<file path="src/logic/memCtrl_defines.svh">
`ifndef MEMCTRL_DEFINES_SVH
`define MEMCTRL_DEFINES_SVH

// byte address width seen by the core
`define AddrWidth 32

// low address bits decoded by the byte RAM, 4 KiB
`define RamAddrBits 12

// stores to this address go to the output FIFO
`define IoAddr 32'h0003_0000

// output FIFO entries, power of two
`define IoFifoDepth 4

`endif

</file>
<file path="src/logic/memPkg.sv">
`include "memCtrl_defines.svh"

package memPkg;

    typedef logic [`AddrWidth-1:0] addrWord;
    typedef logic [31:0] dataWord;
    typedef logic [7:0] memByte;

    // byte count of an access, 1, 2 or 4
    typedef logic [2:0] accessLen;

    typedef enum logic {
        Load,
        Store
    } accessKind;

    typedef enum logic [1:0] {
        Idle,
        ReadInst,
        ReadData,
        WriteData
    } ctrlState;

endpackage

</file>
<file path="src/logic/ioFifo.sv">
`include "memCtrl_defines.svh"

module ioFifo
    import memPkg::*;
#(
    parameter int Depth = `IoFifoDepth
) (
    input  logic   clk,
    input  logic   rst,
    input  logic   push,
    input  memByte pushByte,
    output logic   full,
    input  logic   take,
    output logic   valid,
    output memByte headByte
);

    localparam int PtrBits = $clog2(Depth);

    memByte store [Depth];
    logic [PtrBits-1:0] wrPtr;
    logic [PtrBits-1:0] rdPtr;
    logic [PtrBits:0]   count;
    logic doPush;
    logic doTake;

    assign full = (count == (PtrBits + 1)'(Depth));
    assign valid = (count != '0);
    assign headByte = store[rdPtr];

    // pushes while full and pops while empty are dropped
    assign doPush = push && !full;
    assign doTake = take && valid;

    always_ff @(posedge clk) begin
        if (rst) begin
            wrPtr <= '0;
            rdPtr <= '0;
            count <= '0;
        end else begin
            // depth is a power of two so the pointers wrap on their own
            if (doPush) begin
                wrPtr <= wrPtr + PtrBits'(1);
            end
            if (doTake) begin
                rdPtr <= rdPtr + PtrBits'(1);
            end
            case ({doPush, doTake})
                2'b10: count <= count + (PtrBits + 1)'(1);
                2'b01: count <= count - (PtrBits + 1)'(1);
                default: ;
            endcase
        end
    end

    always_ff @(posedge clk) begin
        if (doPush) begin
            store[wrPtr] <= pushByte;
        end
    end

endmodule

</file>
<file path="config.mk">
export PLATFORM = sky130hd
export DESIGN_NAME = ioFifo
export DESIGN_NICKNAME = d
export VERILOG_FILES = /design/src/logic/memPkg.sv /design/src/logic/ioFifo.sv
export VERILOG_INCLUDE_DIRS = /design/src /design/src/logic
export SDC_FILE = /design/constraint.sdc
export NUM_CORES = 1
export LEC_CHECK = 0
export BUFFER_PORTS_ARGS = -buffer_cell sky130_fd_sc_hd__buf_4
export CORE_ASPECT_RATIO = 1.2
export CORE_MARGIN = 10
export CORE_UTILIZATION = 26
export DETAILED_ROUTE_END_ITERATION = 16
export MAX_ROUTING_LAYER = met4
export PLACE_DENSITY_LB_ADDON = 0.2
export SLEW_MARGIN = 20
export SYNTH_ARGS = -nofsm -noshare
export SYNTH_HDL_FRONTEND = slang
export SYNTH_SLANG_ARGS = --single-unit
</file>
<file path="constraint.sdc">
create_clock -name clk -period 2.14 [get_ports clk]
set_input_delay 0.428 -clock clk [delete_from_list [all_inputs] [get_ports clk]]
set_output_delay 0.428 -clock clk [all_outputs]
set_load 0.05 [all_outputs]
</file>
======== Word level (Yosys, flattened, before mapping) ========
Memories as Yosys holds them, arrays and structs flattened. A register that Yosys moved wholly into a read port is not among the register bits.
Index checks and enable logic that the tools add are counted.
word-level totals
  word-level logic and storage cells ...... 21
  input port bits ......................... 12
  memories ................................ 1
  register bits ........................... 7
  RAM bits ................................ 32
  output and inout bits ................... 10
cells by class
  eq/ne operators ......................... 3
  add/subtract/negate cells ............... 4
  mux-type cells .......................... 5
  reduce and logical (&&, ||, !) cells .... 5
memory list
  memory  depth  width  rd ports  clocked after Yosys merged registers in  wr ports  RTL line      source
  store   4      8      1         1                                        1         ioFifo.sv:20  memByte store [Depth];
operators with widths
  operator                                              count
  one-hot mux 3 bit (2 select lines)                    1
  adder 2 x 1 -> 2 bit (second input constant)          2
  two-way mux 2 bit                                     2
  adder 3 x 1 -> 3 bit (second input constant)          1
  equality test 3 bit (second input constant)           1
  nonzero test 3 bit                                    1
  subtractor 3 x 1 -> 3 bit (second input constant)     1
  equality test 2 x 1 -> 1 bit (second input constant)  1
  equality test 2 bit (second input constant)           1
  logical AND 1 bit                                     2
  two-way mux 1 bit                                     2
  nonzero test 2 bit                                    1
  logical NOT 1 bit                                     1

======== Longest topological paths before layout ========
Gate-level depths: netlist (run 1).
  word-level depth ........................ 5
  gate-level depth with buffers ........... 9
  gate-level depth less buffers ........... 9

======== Worst setup path after synthesis (run 1) ========
OpenSTA, ideal clock, no wires.
  path kind ............................... register to register
  start point ............................. register count[2]
  end point ............................... register count[2]
  path buffers ............................ 0
  data required time ...................... 2.070 ns
  arrival time ............................ 2.481 ns
  library setup time ...................... 0.070 ns
  slack ................................... -0.411 ns
  clock period less this slack ............ 2.551 ns
  cell stages (with the launch flop) ...... 10
  path through ............................ dfxtp_1 nor3b_2 nor2_2 inv_1 ha_1 inv_1 fa_1 xor2_1 or3_1 a21oi_1
between the ends
  longest elaborated chain between the ends .. 5
  elaborated cells between the ends (all ways) .. 11
  classes of those cells .................. add/sub (2); eq/ne (3); mux (1); reduce/logical (5)
ends and longest elaborated chain
  element                                                                          RTL line      source
  start: declaration                                                               ioFifo.sv:23  logic [PtrBits:0] count;
  start signal: assignment                                                         ioFifo.sv:49  2'b10: count <= count + (PtrBits + 1)'(1);
  start signal: assignment                                                         ioFifo.sv:50  2'b01: count <= count - (PtrBits + 1)'(1);
  equality test 3 bit *                                                            ioFifo.sv:27  assign full = (count == (PtrBits + 1)'(Depth));
  net full                                                                         ioFifo.sv:12  output logic full,
  logical NOT 1 bit *                                                              ioFifo.sv:32  assign doPush = push && !full;
  logical AND 1 bit *                                                              ioFifo.sv:32
  equality test 2 x 1 -> 1 bit / equality test 2 bit (equally long branches)       ioFifo.sv:48  case ({doPush, doTake})
  one-hot mux 3 bit (2 select lines) / nonzero test 2 bit (equally long branches)  n/a
The timed path passes the listed nets; every way through them passes the cells marked *.
A chain may end at the register's enable or synchronous reset.

======== Worst setup path in the final report (run 1) ========
  start point ............................. register count[2]
  end point ............................... register count[2]
between the ends
  longest elaborated chain between the ends .. 5
  elaborated cells between the ends (all ways) .. 11
  classes of those cells .................. add/sub (2); eq/ne (3); mux (1); reduce/logical (5)
ends and longest elaborated chain
  element                                                                          RTL line
  equality test 3 bit                                                              ioFifo.sv:27
  logical NOT 1 bit                                                                ioFifo.sv:32
  logical AND 1 bit                                                                ioFifo.sv:32
  equality test 2 x 1 -> 1 bit / equality test 2 bit (equally long branches)       ioFifo.sv:48
  one-hot mux 3 bit (2 select lines) / nonzero test 2 bit (equally long branches)  n/a
Several ways; a longest one is shown, not always the timed one.

==> impl_results.md, run 1 <==
* Clock latency on the worst-skew pair at between 0.2 and 0.3 ns
* Clock-pin slew on the worst setup and hold paths at ~0.080 ns
* Initial Util at approximately 27%
* Post-Synth Simple-Gate Area at about 6.1%
* I/O pins at 22
* CP Capture Type: flip-flop
* Final core utilization at around a third
* Hold violation count in the final report at 0
* Largest net degree at the start of global routing at 14
* RD Place Congestion at 0.7704
* Design Area, Final at 1997 um^2
* Slew at the pin closest to its max-slew limit at roughly 0.50 ns
* Buf/Inv on CP at 2
* First DRT Iteration DRCs at 38
* Via density at between 4 and 5
* Synthesized Nets at approximately 110
* Worst min path class: primary input to flip-flop
* Synth Area in XOR/XNOR at under 10%
* Clock buffer depth at 2
* Most frequent cells in the layout: 32 x edfxtp_1, 23 x buf_4, 8 x mux4_2
* Total global routing overflow at 0
* Start point of the critical path: count[2]
* DIE WIDTH at 92.29 um
* Drt wl/cell at 14.52 um
* Fillers at 620
* Crit share post-route at roughly 90%
* Mux contribution to synthesized area at roughly an eighth
* Power density over cell area at 1225 nW/um^2
* Most common cell after layout, fill and taps aside: edfxtp_1
* Status: completed
* Vias in the first global route at 962
* Clock Sinks at 41
* CTS root buf: clkbuf_8
* Critical Path Slowest Stage Cell: dfxtp_2
* Max Fclk at roughly 500 MHz
* Post-Syn Instances at between 90 and 100
* Compound-gate portion of the synthesized area at around 2.7%
* Startpoint types: flip-flop
* Ordered list of cells on the worst path: nor3b_4 > nor2_2 > inv_1 > ha_2 > inv_2 > fa_2 > xor2_1 > or3_1 > a21oi_1
* Maxcap violations at 0
* Top cells by area, synth: edfxtp_1 59%, dfxtp_1 11%, mux4_2 11%, ha_1 3.8%, inv_1 1.6%
* Worst VDD drop at 0.5517 mV
* Static Leak at ~0.7 nW
* Total core area at a little over 6000 um^2
* Final Routed Wirelength at between 2 and 3 mm
* Yosys top cell by area: edfxtp_1
* GRT Util Overall at 6.664%
* Hpwl dp at roughly 2.2 mm
* Synth top area share at 58.94%
* DR pass1 iterations at 5
* PortBufs at 21
* CTS buffer count at 5
* Antenna violations before repair at 0
* Final #Nets at approximately 140
* Largest family of logic cells by synthesized area: multiplexers
* Critical Path Max Stage Delay at 0.37 ns
* Row count at 31
* Req. time, crit path at 2.36 ns
* Remaining DRCs at 0
* FF+latch count, synth at between 40 and 50
* Post-DRT Antenna Nets at 0
* Hold buffer count at CTS at 0
* Via count at 839
* Die height at 106.7 um
* Worst Skew at 0.004255 ns
* Post-Synth Adder-Cell Area at roughly 5.1%
* Final min period at 1.985 ns
* Largest fanout on the critical path at 6
* CTS tree: built
* Share of cells above drive strength 1 at between 40% and 50%
* Avg Cell Area, Syn at 17.34 um^2
* Diodes inserted at 0
* Arr. time, crit path at approximately 2.2 ns
* WS Path Type: flip-flop to flip-flop
* Synth warnings at 0
* Rel. slew slack at between 60% and 70%
* Synth cell types at 23
* RR Startpoint: count[2]
* RSZ-0062 raised after global routing: false
* Area delta synth->final at 22.49%
* Max Slew Vio Count at 0
* HP Start: pushByte[0]
* Seq/Total Area, Yosys at 69.99%
* Mapped Area at about 1600 um^2
* CTS H-tree lvls at 2
* First-pass GRT wire length at roughly 4.9 mm
* # setup viols final at 0
* DP Area at roughly 1900 um^2
* Die Area at roughly 9900 um^2
* Top cell family by delay on the critical path: simple AND/OR/NAND/NOR gates
## worst paths after layout
kind / to / slack [ns] / cells past startpoint
setup / recovery: count[2] / 0.16 / 9
hold / removal: store[2][0] / 0.34 / 1
setup reg to reg: count[2] / 0.16 / 9
hold reg to reg: wrPtr[1] / 0.52 / 2
## repair_timing
| item | 4_1_cts | 5_1_grt |
|---|---|---|
| setup buffers | 0 | 0 |
| gates resized for setup | 0 | 1 |
| hold endpoints to repair | 0 | 0 |
| endpoints found under the setup margin | 0 | 5 |
## kinds of logic after synthesis
logic type | after synthesis
AO/OA/AOI/OAI | 7
XOR/XNOR | 4
adder cells (fa/ha/maj) | 6
buffers and inverters | 10
flip-flops | 41
multiplexers | 9
AND/OR/NAND/NOR | 17
## cells in the mapped netlist
cell	n
o31a_2	1
clkbuf_1	1
nor2_2	1
nor2_1	6
ha_1	5
xnor2_1	1
mux2i_1	1
inv_1	7
buf_2	1
buf_1	1
or3_2	1
xor2_1	3
fa_1	1
or3_1	2
and2_1	4
o21ai_0	2
o311ai_1	1
edfxtp_1	32
mux4_2	8
dfxtp_1	9
nor3b_2	1
nand2b_1	2
a21oi_1	3
## registers in the layout (all words and copies together) (netlist names), named ones only
signal	count
wrPtr	2
rdPtr	2
store	32
count	3
## power by group
group | switching (mW) | internal, mW
combinational | 0.544 | 0.360
clock | 0.261 | 0.225
sequential | 0.0834 | 0.972
## worst register-to-register path, stage by stage (launching register included)
cell and delay [ns]:
dfxtp_2 0.37, nor3b_4 0.25, nor2_2 0.10, inv_1 0.07
ha_2 0.18, inv_2 0.04, fa_2 0.32, xor2_1 0.15
or3_1 0.30, a21oi_1 0.12
## per-layer routing
layer	global-route usage, %	vias to the layer above	share of wire, %
met3	2.861	4	5.3
met1	8.003	414	47
li1	-	401	-
met2	9.949	20	46
met4	1.987	0	1.4
met5	-	-	0
## cell type report
class / count / area, um^2 / share of cell area [%]
clock inverters: 3 / 17.52 / 0.8772
multi-input cells: 43 / 461.7 / 23.12
clock buffers: 5 / 68.82 / 3.446
inverters: 7 / 26.28 / 1.316
well taps: 82 / 102.6 / 5.138
repair buffers: 23 / 172.7 / 8.647
flip-flops and latches: 41 / 1147 / 57.46
## metrics by stage
step / power, mW / hold WS (ns) / setup slack (ns) / std cells / setup TNS [ns]
after floorplan: 1.720 / 0.4788 / -0.1473 / 94 / -0.1623
after global placement: 1.989 / 0.5051 / 0.1986 / 196 / 0
after detailed placement: 1.999 / 0.5017 / 0.1643 / 196 / 0
after CTS: 2.492 / 0.3284 / 0.03375 / 204 / 0
after global routing: 2.597 / 0.3213 / 0.02572 / 204 / 0
final: 2.445 / 0.3369 / 0.1554 / 204 / 0
No activity file was read; power rests on OpenSTA's default activity.
==> run 2: changes to the inputs <==
--- a/config.mk
+++ b/config.mk
@@ -11,7 +11,6 @@
 export CORE_MARGIN = 10
 export CORE_UTILIZATION = 26
 export DETAILED_ROUTE_END_ITERATION = 16
-export MAX_ROUTING_LAYER = met4
 export PLACE_DENSITY_LB_ADDON = 0.2
 export SLEW_MARGIN = 20
 export SYNTH_ARGS = -nofsm -noshare
==> constraint.sdc (replaced) <==
create_clock -name clk -period 2.42 [get_ports clk]
set_input_delay 0.484 -clock clk [delete_from_list [all_inputs] [get_ports clk]]
set_output_delay 0.484 -clock clk [all_outputs]
set_load 0.05 [all_outputs]
==> impl_results.md, run 2 (synthesis results as in run 1) <==
* Post-DRT Antenna Nets at 0
* Slew at the pin closest to its max-slew limit at around 0.45 ns
* Fillers at 611
* First DRT Iteration DRCs at about 40
* First-pass GRT wire length at between 4 and 5 mm
* Clock Sinks at just over 40
* I/O pins at 22
* Final Routed Wirelength at about 2.9 mm
* Static Leak at roughly 0.69 nW
* Crit share post-route at slightly below 90%
* CTS H-tree lvls at 2
* GR Util met1 at 6.555%
* DIE WIDTH at between 90 and 100 um
* Largest net degree at the start of global routing at 13
* Die height at roughly 110 um
* Arr. time, crit path at between 2 and 2.5 ns
* Max Fclk at 468.6 MHz
* Worst VDD drop at approximately 0.63 mV
* Setup TNS at 0 ns
* Antenna violations before repair at 0
* Max Slew Vio Count at 0
* Worst Skew at around 0.011 ns
* Hold buffer count at CTS at 0
* RD Place Congestion at approximately 0.77
* WS Path Type: flip-flop to flip-flop
* Worst hold path depth at 1
* Buffer count from post-CTS setup fixing at 0
* Total core area at 6051 um^2
* Reg2Reg Setup Slack at about 0.29 ns
* Drt wl/cell at 14.46 um
* Worst reg2reg path endpoint: count[2]
* Worst slack at placement at 0.2749 ns
* CTS root buf: clkbuf_8
* Row count at 31
* HP Start: pushByte[7]
* Final min period at approximately 2.1 ns
* Clock buffer depth at 2
* Share of cells above drive strength 1 at around a third
* Total global routing overflow at 0
* Post-layout worst setup margin at between 0.2 and 0.3 ns
* Status: completed
* GRT Util Overall at 6.284%
* Via count at 834
* RSZ-0062 raised after global routing: false
* Startpoint types: flip-flop
* Worst reg2reg path depth at 9
* Worst min path class: primary input to flip-flop
* PortBufs at 21
* Top reg by flops: store
* Rel. slew slack at a little over two thirds
* # setup viols final at 0
* Largest fanout on the critical path at 6
* Clock-pin slew on the worst setup and hold paths at 0.07 ns
* Via density at around 4.1
* Final #Nets at ~140
* Hold violation count in the final report at 0
* CTS buffer count at 5
* Biggest regs: store: 32 flops, count: 3 flops
* Diodes inserted at 0
* CP Capture Type: flip-flop
* Most frequent cells in the layout: 32 x edfxtp_1, 22 x buf_4, 9 x dfxtp_1, 8 x mux4_2, 7 x inv_1
* Area delta synth->final at 21.03%
* Initial Util at between 20% and 30%
* CTS tree: built
* Clock latency on the worst-skew pair at ~0.28 ns
* Hpwl dp at around 2.1 mm
* GR Layer Usage met3 at roughly 2.7%
* Post-layout total power at ~2.1 mW
* DR pass1 iterations at 4
* Req. time, crit path at between 2 and 3 ns
* RR Startpoint: count[2]
* Vias in the first global route at 950
* Die Area at around 10000 um^2
* Post-CTS resize count at 0
* Most common cell after layout, fill and taps aside: edfxtp_1
* Top Usage Layer GRT: met2
* Met2 track demand over resource at between 10% and 20%
* Power density over cell area at about 1100 nW/um^2
* Remaining DRCs at 0
* Storage element area at ~1100 um^2
* Largest register FFs at 32
* Area of the multi-input gates at about 460 um^2
* Worst Hold Path EP: store[2][7]
* Maxcap violations at 0
## run 2: stage by stage
| step | util [%] | hold slack (ns) | area (um^2) | cells |
|---|---|---|---|---|
| final | 32.61 | 0.3983 | 1973 | 203 |
| after global routing | 32.61 | 0.3827 | 1973 | 203 |
| after CTS | 32.61 | 0.3871 | 1973 | 203 |
| after detailed placement | 31.27 | 0.5093 | 1892 | 195 |
| after global placement | 31.27 | 0.4975 | 1892 | 195 |
| after floorplan | - | 0.4818 | 1637 | 94 |
## run 2: worst max path at each step
stage / from / to / slack [ns]
floorplan: count[2] / count[2] / 0.07
global placement: push / count[2] / 0.36
detailed placement: count[2] / count[2] / 0.27
CTS: count[2] / count[2] / 0.25
global route: count[2] / count[2] / 0.04
finish: count[2] / count[2] / 0.29
## run 2: layer usage
metal  routed length [um]  part of all wire (%)
met3                  151                   5.1
met4                   63                   2.1
met1                 1218                    41
met2                 1503                    51
met5                    0                     0
## run 2: cell type report
class / instances / share of cell area (%)
clock buffer: 7 / 3.868
tap: 82 / 5.200
inverter: 7 / 1.332
multi-input combinational: 43 / 23.15
clock inverter: 1 / 0.2536
sequential: 41 / 57.83
timing repair buffer: 22 / 8.370
## run 2: where the power goes
part | switching, mW | total, mW | leakage [nW] | internal [mW]
clock network | 0.210 | 0.412 | 0.0422 | 0.202
registers | 0.0612 | 0.913 | 0.367 | 0.852
logic | 0.487 | 0.789 | 0.281 | 0.302
total | 0.758 | 2.12 | 0.690 | 1.36
## run 2: critical path, cell delays in order (launching register included)
cell and delay, ns:
dfxtp_1 0.41, nor3b_4 0.28, nor2_2 0.10, inv_1 0.07, ha_1 0.17, inv_1 0.06, fa_1 0.37, xor2_1 0.16
or3_1 0.32, a21oi_1 0.14
