$ cat config.mk
export PLATFORM = sky130hd
export DESIGN_NAME = memCtrl
export DESIGN_NICKNAME = d
export VERILOG_FILES = /design/src/logic/memPkg.sv /design/src/logic/memCtrl.sv
export VERILOG_INCLUDE_DIRS = /design/src /design/src/logic
export SDC_FILE = /design/constraint.sdc
export NUM_CORES = 1
export LEC_CHECK = 0
export ABC_CLOCK_PERIOD_IN_PS = 9100
export BUFFER_PORTS_ARGS = -buffer_cell sky130_fd_sc_hd__buf_2
export CORE_MARGIN = 2
export CORE_UTILIZATION = 30
export CTS_CLUSTER_SIZE = 24
export DETAILED_ROUTE_END_ITERATION = 12
export GPL_TIMING_DRIVEN = 0
export SETUP_SLACK_MARGIN = 0.4
export SYNTH_ARGS = -nofsm -noshare
export SYNTH_HDL_FRONTEND = slang
export SYNTH_SLANG_ARGS = --single-unit
$ cat constraint.sdc
create_clock -name clk -period 9.1 [get_ports clk]
set_clock_uncertainty 0.1 [all_clocks]
set_input_delay 1.82 -clock clk [delete_from_list [all_inputs] [get_ports clk]]
set_output_delay 1.82 -clock clk [all_outputs]
set_load 0.02 [all_outputs]
$ cat src/logic/memCtrl_defines.svh
`ifndef MEMCTRL_DEFINES_SVH
`define MEMCTRL_DEFINES_SVH

// byte address width seen by the core
`define AddrWidth 32

// low address bits decoded by the byte RAM, 4 KiB
`define RamAddrBits 12

// stores to this address go to the output FIFO
`define IoAddr 32'h0003_0000

// output FIFO entries, power of two
`define IoFifoDepth 4

`endif

$ cat src/logic/memPkg.sv
`include "memCtrl_defines.svh"

package memPkg;

    typedef logic [`AddrWidth-1:0] addrWord;
    typedef logic [31:0] dataWord;
    typedef logic [7:0] memByte;

    // byte count of an access, 1, 2 or 4
    typedef logic [2:0] accessLen;

    typedef enum logic {
        Load,
        Store
    } accessKind;

    typedef enum logic [1:0] {
        Idle,
        ReadInst,
        ReadData,
        WriteData
    } ctrlState;

endpackage

$ cat src/logic/memCtrl.sv
`include "memCtrl_defines.svh"

module memCtrl
    import memPkg::*;
(
    input  logic      clk,
    input  logic      rst,
    input  logic      rdy,
    input  logic      ioFull,
    // fetch port
    input  logic      fetchEn,
    input  addrWord   fetchAddr,
    output logic      fetchDone,
    output dataWord   fetchInst,
    // data port
    input  logic      dataEn,
    input  accessKind dataKind,
    input  accessLen  dataLen,
    input  addrWord   dataAddr,
    input  dataWord   dataWrite,
    output logic      dataDone,
    output dataWord   dataRead,
    // byte RAM
    output addrWord   ramAddr,
    output logic      ramWe,
    output memByte    ramWrite,
    input  memByte    ramRead,
    // I/O FIFO
    output logic      ioPush,
    output memByte    ioPushByte
);

    ctrlState   state;
    logic [2:0] step;
    logic       fetchDoneQ;
    logic       dataDoneQ;
    addrWord    addrReg;
    accessLen   lenReg;
    dataWord    word;

    logic       active;
    logic       canAccept;
    logic       acceptData;
    logic       acceptFetch;
    logic       ioTarget;
    logic       lastStep;
    logic [2:0] addrOffset;
    memByte     stepByte;

    assign active = rdy && !ioFull;
    assign canAccept = active && (state == Idle) && !fetchDoneQ && !dataDoneQ;
    // data port wins over fetch
    assign acceptData = canAccept && dataEn;
    assign acceptFetch = canAccept && !dataEn && fetchEn;

    assign ioTarget = (addrReg == `IoAddr);

    // reads run one step longer than writes to catch the last RAM byte
    always_comb begin
        if (state == WriteData) begin
            lastStep = (step == lenReg - 3'd1);
        end else begin
            lastStep = (step == lenReg);
        end
    end

    // while frozen, keep re-reading the byte the assembler still owes
    assign addrOffset = active ? step : step - 3'd1;
    assign ramAddr = addrReg + addrWord'(addrOffset);

    always_comb begin
        case (step[1:0])
            2'd0: stepByte = word[7:0];
            2'd1: stepByte = word[15:8];
            2'd2: stepByte = word[23:16];
            default: stepByte = word[31:24];
        endcase
    end

    assign ramWrite = stepByte;
    assign ioPushByte = stepByte;
    assign ramWe = active && (state == WriteData) && !ioTarget;
    assign ioPush = active && (state == WriteData) && ioTarget;

    assign fetchDone = fetchDoneQ && active;
    assign dataDone = dataDoneQ && active;
    assign fetchInst = word;
    assign dataRead = word;

    always_ff @(posedge clk) begin
        if (rst) begin
            state <= Idle;
            step <= 3'd0;
            fetchDoneQ <= 1'b0;
            dataDoneQ <= 1'b0;
        end else if (active) begin
            fetchDoneQ <= 1'b0;
            dataDoneQ <= 1'b0;
            case (state)
                Idle: begin
                    step <= 3'd0;
                    if (acceptData) begin
                        state <= (dataKind == Store) ? WriteData : ReadData;
                    end else if (acceptFetch) begin
                        state <= ReadInst;
                    end
                end
                default: begin
                    step <= step + 3'd1;
                    if (lastStep) begin
                        state <= Idle;
                        if (state == ReadInst) begin
                            fetchDoneQ <= 1'b1;
                        end else begin
                            dataDoneQ <= 1'b1;
                        end
                    end
                end
            endcase
        end
    end

    // request latch and byte assembly
    always_ff @(posedge clk) begin
        if (acceptData) begin
            addrReg <= dataAddr;
            lenReg <= dataLen;
            word <= (dataKind == Store) ? dataWrite : '0;
        end else if (acceptFetch) begin
            addrReg <= fetchAddr;
            lenReg <= 3'd4;
            word <= '0;
        end else if (active && (state == ReadInst || state == ReadData)) begin
            // byte issued last step comes back now
            case (step)
                3'd1: word[7:0] <= ramRead;
                3'd2: word[15:8] <= ramRead;
                3'd3: word[23:16] <= ramRead;
                3'd4: word[31:24] <= ramRead;
                default: ;
            endcase
        end
    end

endmodule

### Yosys cells after proc, flatten, opt, wreduce, memory -nomap -nowiden

Cells that the tools add are included.

* register bits: 74
* word-level logic and storage cells: 87

* add/sub/neg operators: 4
* equality and inequality tests: 13
* mux-type cells: 27
* reduce and logical (&&, ||, !) cells: 33

Operators with widths (count)
* two-way mux 32 bit: 6
* adder 32 x 3 -> 32 bit: 1
* equality test 32 x 18 -> 1 bit, second input constant: 1
* two-way mux 8 bit: 4
* case mux 8 bit (3 select lines): 1
* nonzero test 3 bit: 5
* logical AND 1 bit: 13
* two-way mux 3 bit: 4
* two-way mux 1 bit: 8
* two-way mux 2 bit: 4
* AND reduction 2 bit: 4
* equality test 2 bit, second input constant: 3
* equality test 3 x 2 -> 1 bit, second input constant: 2
* equality test 3 bit: 2
* subtractor 3 x 1 -> 3 bit, second input constant: 2
* zero test 1 bit: 5
* equality test 2 x 1 -> 1 bit, second input constant: 2
* zero test 2 bit: 2
* nonzero test 2 bit: 2
* adder 3 x 1 -> 3 bit, second input constant: 1
* equality test 3 x 1 -> 1 bit, second input constant: 1
* equality test 3 bit, second input constant: 1
* != test 3 bit, second input constant: 1
* AND reduction 3 bit: 1
* logical OR 1 bit: 1

### Depth between registers and ports, before layout

Gate-level depths: netlist of the first run.

* word-level depth: 10
* gate-level depth with buffers: 12
* gate-level depth less buffers: 11

### Worst setup path before layout of the first run

No wires, ideal clock.

* path kind: input port to output port
* start: in rdy
* end: out ramAddr[22]
* data arrival time: 4.156 ns
* required time: 7.180 ns
* slack: 3.024 ns
* stages: 12
* buffers on the path: 1
* cell sequence: nor2b_1 > clkbuf_1 > nor2_1 > nor2_1 > ha_1 > inv_1 > fa_1 > nor2b_1 > o21bai_1 > or3_4 > nor3_2 > xor2_1

* cells in the longest elaborated chain, start to end: 3

RTL lines
* start: declaration: RTL line memCtrl.sv:8 `input logic rdy,`
* logical AND 1 bit: RTL line memCtrl.sv:50 `assign active = rdy && !ioFull;`
* two-way mux 3 bit: RTL line memCtrl.sv:68 `assign addrOffset = active ? step : step - 3'd1;`
* adder 32 x 3 -> 32 bit: RTL line memCtrl.sv:69 `assign ramAddr = addrReg + addrWord'(addrOffset);`
* end: declaration: RTL line memCtrl.sv:24 `output addrWord ramAddr,`

Every way passes these cells.

### Worst setup path after layout of the first run

* start: in rdy
* end: out ramAddr[28]

Same word-level chain as after synthesis.

==> results.yml, run 1 <==
floorplanning:
  die_h_um: 127
  row_count: 44
  die_width_um: 127
  coreArea_um2: 14600
  die_area_um2: 16200
  boundaryPins: 230
  start_util: 0.310
place:
  post_dp_cell_area_um2: 5920
  routabilityCongestion: 0.793
  place_ws_ns: 2.33
  dp_hpwl_um: 10900
  dp_cells: 854
  port_buffers: 229
routing:
  highest_layer: "met4"
  drt_iter0_markers: 207
  drtAntennaViolNets: 0
  via_per_inst: 4.67
  met1Wirelength_um: 5360
  routedWlPerCell_um: 15.5
  dr_wl_met2_um: 6760
  dr_total_vias: 4065
  drtPass1Iterations: 4
  routed_wl_um: 13500
  dr_wl_met3_um: 1210
  drc_errors: 0
cts:
  cts.sinks: 74
  cts_setup_buffers: 0
  cts_resized: 0
  cts_root_buffer: "clkbuf_16"
  numCtsBuffers: 9
  clock_path_buffers: 2
  cts_max_level: 3
  worstSkewPairLatency_ns: 0.34
  cts_hold_buf: 0
  clk_pin_slew_ns: 0.06
  tritoncts: "done"
synth:
  netlist.area_leader.share: 0.443
  synth_edf_count: 67
  synth_commonest_cells: "nand2_1 (100), edfxtp_1 (67), buf_4 (40), mux2_2 (32)"
  synth_cells: 441
  synth_async_sr_flop_share: 0
  ys_seq_elements: 74
  synth_fp_nets: 569
  avgSynthCellArea_um2: 10.3
  synth_flop_cell: "edfxtp_1"
  yosys-top-cells-area: "edfxtp_1 (44%), nand2_1 (8.3%), mux2_2 (7.9%)"
  synth_most_common_cell: "nand2_1"
  yosysSeqAreaShare: 0.473
  ys_types: 39
  yosys.area.top_type: "edfxtp_1"
  yosys_warnings: 0
  syn-cell-area_um2: 4550
power_and_ir_drop:
  clkPwrFrac: 0.373
  p_switching_uw: 251
  combPwrFrac: 0.188
  leakage_nw: 2.86
  swShare: 0.271
  power_uw: 927
  irDropWorstVdd_mv: 0.0665
  p_int_uw: 676
  sequentialPowerShare: 0.439
  cellPowerDensity_nw_per_um2: 149
critical_path:
  cpMaxStageDelayCell: "nor4_1"
  max_stage_delay_ns: 0.54
  worstPathArrival_ns: 4.82
  path_cells: "buf_2 > nor2b_1 > clkbuf_1 > nor2_1 > nor2_1 > ha_1 > inv_1 > fa_1 > nor2b_1 > o21bai_1 > nor4_1 > nand2_1 > xnor2_1 > buf_2"
  required_ns: 7.18
  cp_max_fo: 10
  cp-end-kind: "output pin"
  critPathTopFamily: "simple AND/OR/NAND/NOR gates"
  worstSetupStartpointType: "input pin"
  path_buf_inv: 4
  crit_type: "input pin to output pin"
global_routing:
  grt_max_degree: 37
  grt_pass1_wl_um: 20900
  grt_antenna_before_repair: 0
  first_global_vias: 4086
  grt.total_usage: 0.167
  overflow: 0
final_layout:
  nFillCells: 1444
  drive_above_1_share: 0.476
  area_growth_pct: 37.0
  insertedDiodeCount: 0
  fin_cells: 871
  nets: 810
  final_area_um2: 6230
  fin_util: 0.425
sta:
  holdWs_ns: 0.393
  setup_violations: 0
  min_period_over_period: 0.741
  worstMarginPinSlew_ns: 0.742
  finalWorstSetupSlack_ns: 2.36
  rsz0062_at_grt: "no"
  drv_slew: 0
  finalHoldViolCount: 0
  tns_ns: 0
  relSlewSlack: 0.506
  min_period_ns: 6.74
  clock.fmax_mhz: 148
run:
  cap_violations: 0
hold_path:
  holdCritPathClass: "flop to flop"
status:
  outcome: "finished clean"
power groups by stage:
stage | Combinational, mW | Sequential (mW) | Clock [mW]
after detailed placement | 0.175 | 0.414 | 0
final | 0.174 | 0.407 | 0.346
after global routing | 0.191 | 0.409 | 0.368
after CTS | 0.176 | 0.407 | 0.355
after global placement | 0.173 | 0.414 | 0
after floorplan | 0.0971 | 0.419 | 0
path summary, 6_finish.rpt:
kind | startpoint | to | slack (ns) | depth (start not counted)
max | rdy | ramAddr[28] | 2.36 | 14
min | state[1] | state[1] | 0.39 | 2
max reg2reg | state[0] | addrReg[8] | 6.60 | 6
min reg2reg | state[1] | state[1] | 0.39 | 2
metal layers:
metal	track usage	vias to the layer above
met5	0	-
met3	0.0431	11
met1	0.189	1873
li1	-	1976
met2	0.305	205
met4	0.0569	0
worst register-to-register path, cell delays in order, from the launching register on:
cell	delay, ns
dfxtp_1	0.38
inv_1	0.06
ha_1	0.26
nand4_1	0.13
clkbuf_1	0.57
buf_2	0.38
mux2_2	0.37
kinds of logic after synthesis:
kind of cell / synth area share
buffers and inverters: 0.0991
AND/OR/NAND/NOR: 0.183
multiplexers: 0.0969
AO/OA/AOI/OAI: 0.0377
adder cells (fa/ha/maj): 0.0402
flip-flops: 0.473
XOR/XNOR: 0.0694
placed cells by master (no fill, tap or decap), drive strengths merged, types with 2 or more instances in the layout:
master,instances
mux2,32
clkinv,6
a2bb2oi,2
nand2b,2
nor2,22
xnor2,25
xor2,11
buf,273
nor3,5
nor2b,2
edfxtp,67
and2,3
nor4,9
nand2,100
and3,9
dfxtp,7
inv,24
and4,2
nand4,12
a222oi,8
nand3,7
ha,13
clkbuf,20
mux2i,8
a21oi,6
final cells by class:
type	count	area [µm²]	area share
Timing Repair Buffer	230	1170	0.187
Clock buffer	9	225	0.0362
Sequential cell	74	2150	0.346
Inverter	25	93.8	0.0151
Tap cell	184	230	0.0370
Buffer	54	357	0.0573
Multi-Input combinational cell	288	1940	0.312
Clock inverter	7	60.1	0.00964
flip-flops by register name, indices dropped and copies added, names as in the netlist:
register	flops
dataDoneQ	1
fetchDoneQ	1
state	2
dataRead	32
step	3
addrReg	32
lenReg	3
Power figures use the tool's default switching activity.
==> run 2: changes to the inputs <==
ABC_AREA = 1   (was not set)
ABC_CLOCK_PERIOD_IN_PS = 6300   (was 9100)
clock period = 6.3 ns   (was 9.1 ns; I/O delays follow)
==> results.yml, run 2 <==
global_routing:
  overflow: 0
  first_global_vias: 4485
  grt.total_usage: 0.171
  grt_pass1_wl_um: 23300
  grt_max_degree: 36
  grt_antenna_before_repair: 1
sta:
  tns_ns: 0
  finalHoldViolCount: 0
  min_period_over_period: 0.836
  worstMarginPinSlew_ns: 0.667
  relSlewSlack: 0.555
  min_period_ns: 5.27
  drv_slew: 0
  rsz0062_at_grt: "no"
  clock.fmax_mhz: 190
  setup_violations: 0
cts:
  worstSkewPairLatency_ns: 0.34
  cts_root_buffer: "clkbuf_16"
  cts_max_level: 3
  cts.sinks: 74
  clock_path_buffers: 2
  tritoncts: "done"
  clk_pin_slew_ns: 0.06
  cts_hold_buf: 0
  numCtsBuffers: 9
  cts_setup_buffers: 0
  cts_resized: 0
floorplanning:
  coreArea_um2: 16500
  boundaryPins: 230
  die_h_um: 133
  die_area_um2: 17800
  die_width_um: 133
  start_util: 0.305
  row_count: 47
critical_path:
  worstSetupStartpointType: "input pin"
  r2r_start: "state[0]"
  cp_max_fo: 9
  max_stage_delay_ns: 0.47
  crit_type: "input pin to output pin"
  crit_path_end: "ramAddr[30]"
  reg2regPathDepth: 8
  cp-end-kind: "output pin"
  timing.critical_path.depth: 16
  required_ns: 4.94
  path_buf_inv: 6
  cpMaxStageDelayCell: "o21ai_0"
  critPathTopFamily: "simple AND/OR/NAND/NOR gates"
  path_cells: "buf_2 > inv_1 > nand2_1 > o21ai_0 > inv_1 > fa_1 > inv_1 > nand2_1 > nand2_1 > nand2_1 > nor2_1 > inv_1 > nor2_1 > nand2_1 > xor2_1 > buf_2"
  r2r_slack_ns: 3.87
  critPathLaunch: "ioFull"
  worstPathArrival_ns: 3.91
  cpMostUsedCell: "nand2_1"
  r2r-end: "addrReg[1]"
power_and_ir_drop:
  leakage_nw: 3.20
  irDropWorstVdd_mv: 0.129
  cellPowerDensity_nw_per_um2: 214
routing:
  routed_wl_um: 15300
  routedWlPerCell_um: 14.9
  drtAntennaViolNets: 0
  drc_errors: 0
  dr_total_vias: 4612
  via_per_inst: 4.50
  drt_iter0_markers: 371
  drtPass1Iterations: 5
synth:
  synth_fp_nets: 686
  yosys_warnings: 0
  synth_cells: 558
  synth_most_common_cell: "nand2_1"
  synth_flop_cell: "edfxtp_1"
  synth_commonest_cells: "nand2_1 (136), edfxtp_1 (67), inv_1 (50), nor2_1 (41), buf_4 (40)"
  yosys.area.top_type: "edfxtp_1"
  yosys-top-cells-area: "edfxtp_1 (40%), nand2_1 (10%), mux2_4 (8.4%)"
  synth_async_sr_flop_share: 0
  avgSynthCellArea_um2: 8.99
  syn-cell-area_um2: 5020
  yosysSeqAreaShare: 0.429
  ys_types: 33
  synth_edf_count: 67
  netlist.area_leader.share: 0.401
  ys_seq_elements: 74
status:
  outcome: "finished clean"
place:
  routabilityCongestion: 0.927
  dp_cells: 1006
  dp_hpwl_um: 12300
  port_buffers: 228
final_layout:
  drive_above_1_share: 0.410
  fin_cells: 1024
  area_growth_pct: 35.0
  nFillCells: 1689
  final_cell_mix: "buf_2 (229), nand2_1 (136), edfxtp_1 (67)"
  nets: 926
  layout_commonest_cell: "buf_2"
run:
  cap_violations: 0
hold_path:
  min_path_cells: 2
  holdCritPathClass: "flop to flop"
[run 2: how the worst min path moves through the flow]
stage	from	endpoint
final	fetchDoneQ	fetchDoneQ
after global routing	fetchDoneQ	fetchDoneQ
after CTS	fetchDoneQ	fetchDoneQ
after detailed placement	fetchDoneQ	fetchDoneQ
after global placement	fetchDoneQ	fetchDoneQ
after floorplan	fetchDoneQ	fetchDoneQ
[run 2: stage by stage]
step	power, mW	hold slack, ns	setup slack, ns	cell area [µm²]	utilization
2_1_floorplan	0.786	0.339	1.58	5020	-
3_5_place_dp	0.903	0.362	1.05	6430	0.391
5_1_grt	1.51	0.416	0.788	6770	0.411
3_3_place_gp	0.901	0.359	1.09	6430	0.391
6_report	1.45	0.368	1.03	6770	0.411
4_1_cts	1.46	0.371	1.04	6750	0.410
[run 2: final cells by class]
class | count | area, µm² | share of cell area
multi-input combinational | 377 | 2270 | 0.336
sequential | 74 | 2150 | 0.318
timing repair buffer | 229 | 1160 | 0.171
buffer | 56 | 399 | 0.0589
tap | 220 | 275 | 0.0406
clock buffer | 10 | 229 | 0.0338
inverter | 51 | 191 | 0.0283
clock inverter | 6 | 90.1 | 0.0133
antenna | 1 | 2.50 | 0.000369
[run 2: logic make-up (layout without fill, tap and decap cells)]
logic type               after synthesis  count (layout)  synth area share
AND/OR/NAND/NOR                      238             238             0.204
buffers and inverters                107             352             0.118
flip-flops                            74              74             0.429
AO/OA/AOI/OAI                         65              65            0.0713
multiplexers                          32              32            0.0928
XOR/XNOR                              28              28            0.0489
adder cells (fa/ha/maj)               14              14            0.0364
other                                  0               1                 0
[run 2: worst register-to-register path, stage by stage, from the launching register on]
cell	delay (ns)
dfxtp_1	0.39
inv_1	0.06
ha_1	0.25
nand2_2	0.10
nor2_2	0.05
o21ai_1	0.28
buf_2	0.32
clkinv_1	0.33
buf_12	0.29
[run 2: power by group]
part           switching [mW]  internal [mW]  total, mW
Clock                   0.209          0.348      0.558
Combinational           0.175          0.129      0.303
Sequential             0.0227          0.567      0.590
[run 2: layer usage]
metal	track usage	share of wire	vias to the layer above
met4	0.0668	0.025	2
met3	0.0358	0.065	30
met5	0	0.00085	-
li1	-	-	2307
met1	0.222	0.43	2087
met2	0.279	0.48	186
==> run 3: changes to the inputs <==
ABC_CLOCK_PERIOD_IN_PS = 4800   (was 6300)
clock period = 4.8 ns   (was 6.3 ns; I/O delays follow)
==> results.yml, run 3 (synthesis results as in run 2) <==
status:
  outcome: "finished clean"
final_layout:
  ff_latch_area_um2: 2160
  final_cell_mix: "buf_2 (228), nand2_1 (134), edfxtp_1 (67)"
  nFillCells: 1693
  fin_util: 0.416
  drive_above_1_share: 0.422
  layout_commonest_cell: "buf_2"
  area_growth_pct: 36.4
  nets: 928
  multi_input_area_um2: 2320
  fin_cells: 1026
hold_path:
  holdCritPathClass: "flop to flop"
  min_path_cells: 2
  worstHoldStart: "fetchDoneQ"
  worstHoldEndpoint: "fetchDoneQ"
sta:
  min_period_ns: 4.22
  setup_violations: 0
  min_period_over_period: 0.879
  drv_slew: 0
  relSlewSlack: 0.560
  holdWs_ns: 0.368
  finalHoldViolCount: 0
  worstMarginPinSlew_ns: 0.659
  tns_ns: 0
  rsz0062_at_grt: "no"
  clock.fmax_mhz: 237
critical_path:
  worstPathArrival_ns: 3.16
  max_stage_delay_ns: 0.44
  worstSetupStartpointType: "input pin"
  cpMostUsedCell: "inv_1"
  r2r_slack_ns: 2.37
  reg2regPathDepth: 8
  cp-end-kind: "output pin"
  r2r-end: "addrReg[1]"
  required_ns: 3.74
  cpMaxStageDelayCell: "fa_1"
  cp_max_fo: 6
  crit_type: "input pin to output pin"
  r2r_start: "state[0]"
  path_cells: "buf_2 > inv_1 > nor2_4 > or2_2 > o21ai_2 > inv_1 > fa_1 > inv_1 > nand2_1 > nand2_1 > nand2_2 > nor2_4 > inv_1 > nor2_2 > nand2_1 > xor2_1 > buf_4"
global_routing:
  overflow: 0
  grt_pass1_wl_um: 23400
  grt_max_degree: 36
  grt.total_usage: 0.171
  first_global_vias: 4499
  grt_antenna_before_repair: 1
routing:
  routed_wl_um: 15300
  drtAntennaViolNets: 0
  drc_errors: 0
  routedWlPerCell_um: 14.9
  drt_iter0_markers: 382
  via_per_inst: 4.50
  dr_total_vias: 4612
  drtPass1Iterations: 5
floorplanning:
  boundaryPins: 230
  die_area_um2: 17800
  row_count: 47
  die_width_um: 133
  coreArea_um2: 16500
  die_h_um: 133
  start_util: 0.305
cts:
  cts_root_buffer: "clkbuf_16"
  cts.sinks: 74
  cts_max_level: 3
  worstSkewPairLatency_ns: 0.34
  tritoncts: "done"
  numCtsBuffers: 9
  clk_pin_slew_ns: 0.06
  clock_path_buffers: 2
power_and_ir_drop:
  irDropWorstVdd_mv: 0.173
  leakage_nw: 3.23
  cellPowerDensity_nw_per_um2: 279
place:
  port_buffers: 228
  dp_cells: 1006
  routabilityCongestion: 0.927
  dp_hpwl_um: 12300
run:
  cap_violations: 0
-- run 3: cell count changes in the layout (fill, tap and decap cells not counted), sizes merged --
| cell | delta |
|---|---|
| buf | +2 |
-- run 3: critical path, delay by kind of cell --
family / cells / cell delay [ns]
AO/OA/AOI/OAI: 1 / 0.10
buffers and inverters: 6 / 0.62
AND/OR/NAND/NOR: 8 / 0.88
XOR/XNOR: 1 / 0.15
adder cells (fa/ha/maj): 1 / 0.44
-- run 3: where the power goes --
group	switching, mW	internal, mW	leakage (nW)
registers	0.0306	0.745	0.679
clock network	0.276	0.457	0.153
logic	0.232	0.171	2.40
-- run 3: timing repair --
action / CTS / global route
gates resized for setup: 7 / 8
hold buffers: 0 / 0
endpoints found under the setup margin: 9 / 7
endpoints found under the hold margin: 0 / 0
pin swaps: 1 / 2
buffers inserted: 1 / 1
-- run 3: stage by stage --
step / instance area [µm²] / setup slack, ns / power (mW)
after floorplan: 5020 / 0.684 / 1.03
after global placement: 6430 / 0.187 / 1.18
after detailed placement: 6430 / 0.153 / 1.19
after CTS: 6780 / 0.414 / 1.92
after global routing: 6840 / 0.361 / 1.99
final: 6840 / 0.579 / 1.91
-- run 3: metal layers --
metal,wire length [µm],GRT usage,vias up,share of wire
met2,7420,0.279,172,0.48
met3,942,0.0358,26,0.061
met5,13,0,-,0.00085
met1,6610,0.223,2104,0.43
li1,-,-,2308,-
met4,347,0.0668,2,0.023
-- run 3: final cells by class --
| class | instances | share of cell area |
|---|---|---|
| clock inverters | 6 | 0.0132 |
| diodes | 1 | 0.000366 |
| repair buffers | 231 | 0.172 |
| flip-flops and latches | 74 | 0.315 |
| well taps | 220 | 0.0402 |
| multi-input cells | 377 | 0.339 |
| clock buffers | 10 | 0.0335 |
| plain buffers | 56 | 0.0583 |
| inverters | 51 | 0.0280 |
-- run 3: how the worst max path moves through the flow --
stage,startpoint,endpoint,slack [ns],cells after the start
finish,rdy,ramAddr[30],0.58,17
global route,ioFull,ramAddr[30],0.36,17
CTS,ioFull,ramAddr[26],0.41,16
detailed placement,ioFull,ramAddr[26],0.15,15
global placement,ioFull,ramAddr[14],0.19,15
floorplan,ioFull,ramAddr[26],0.68,14
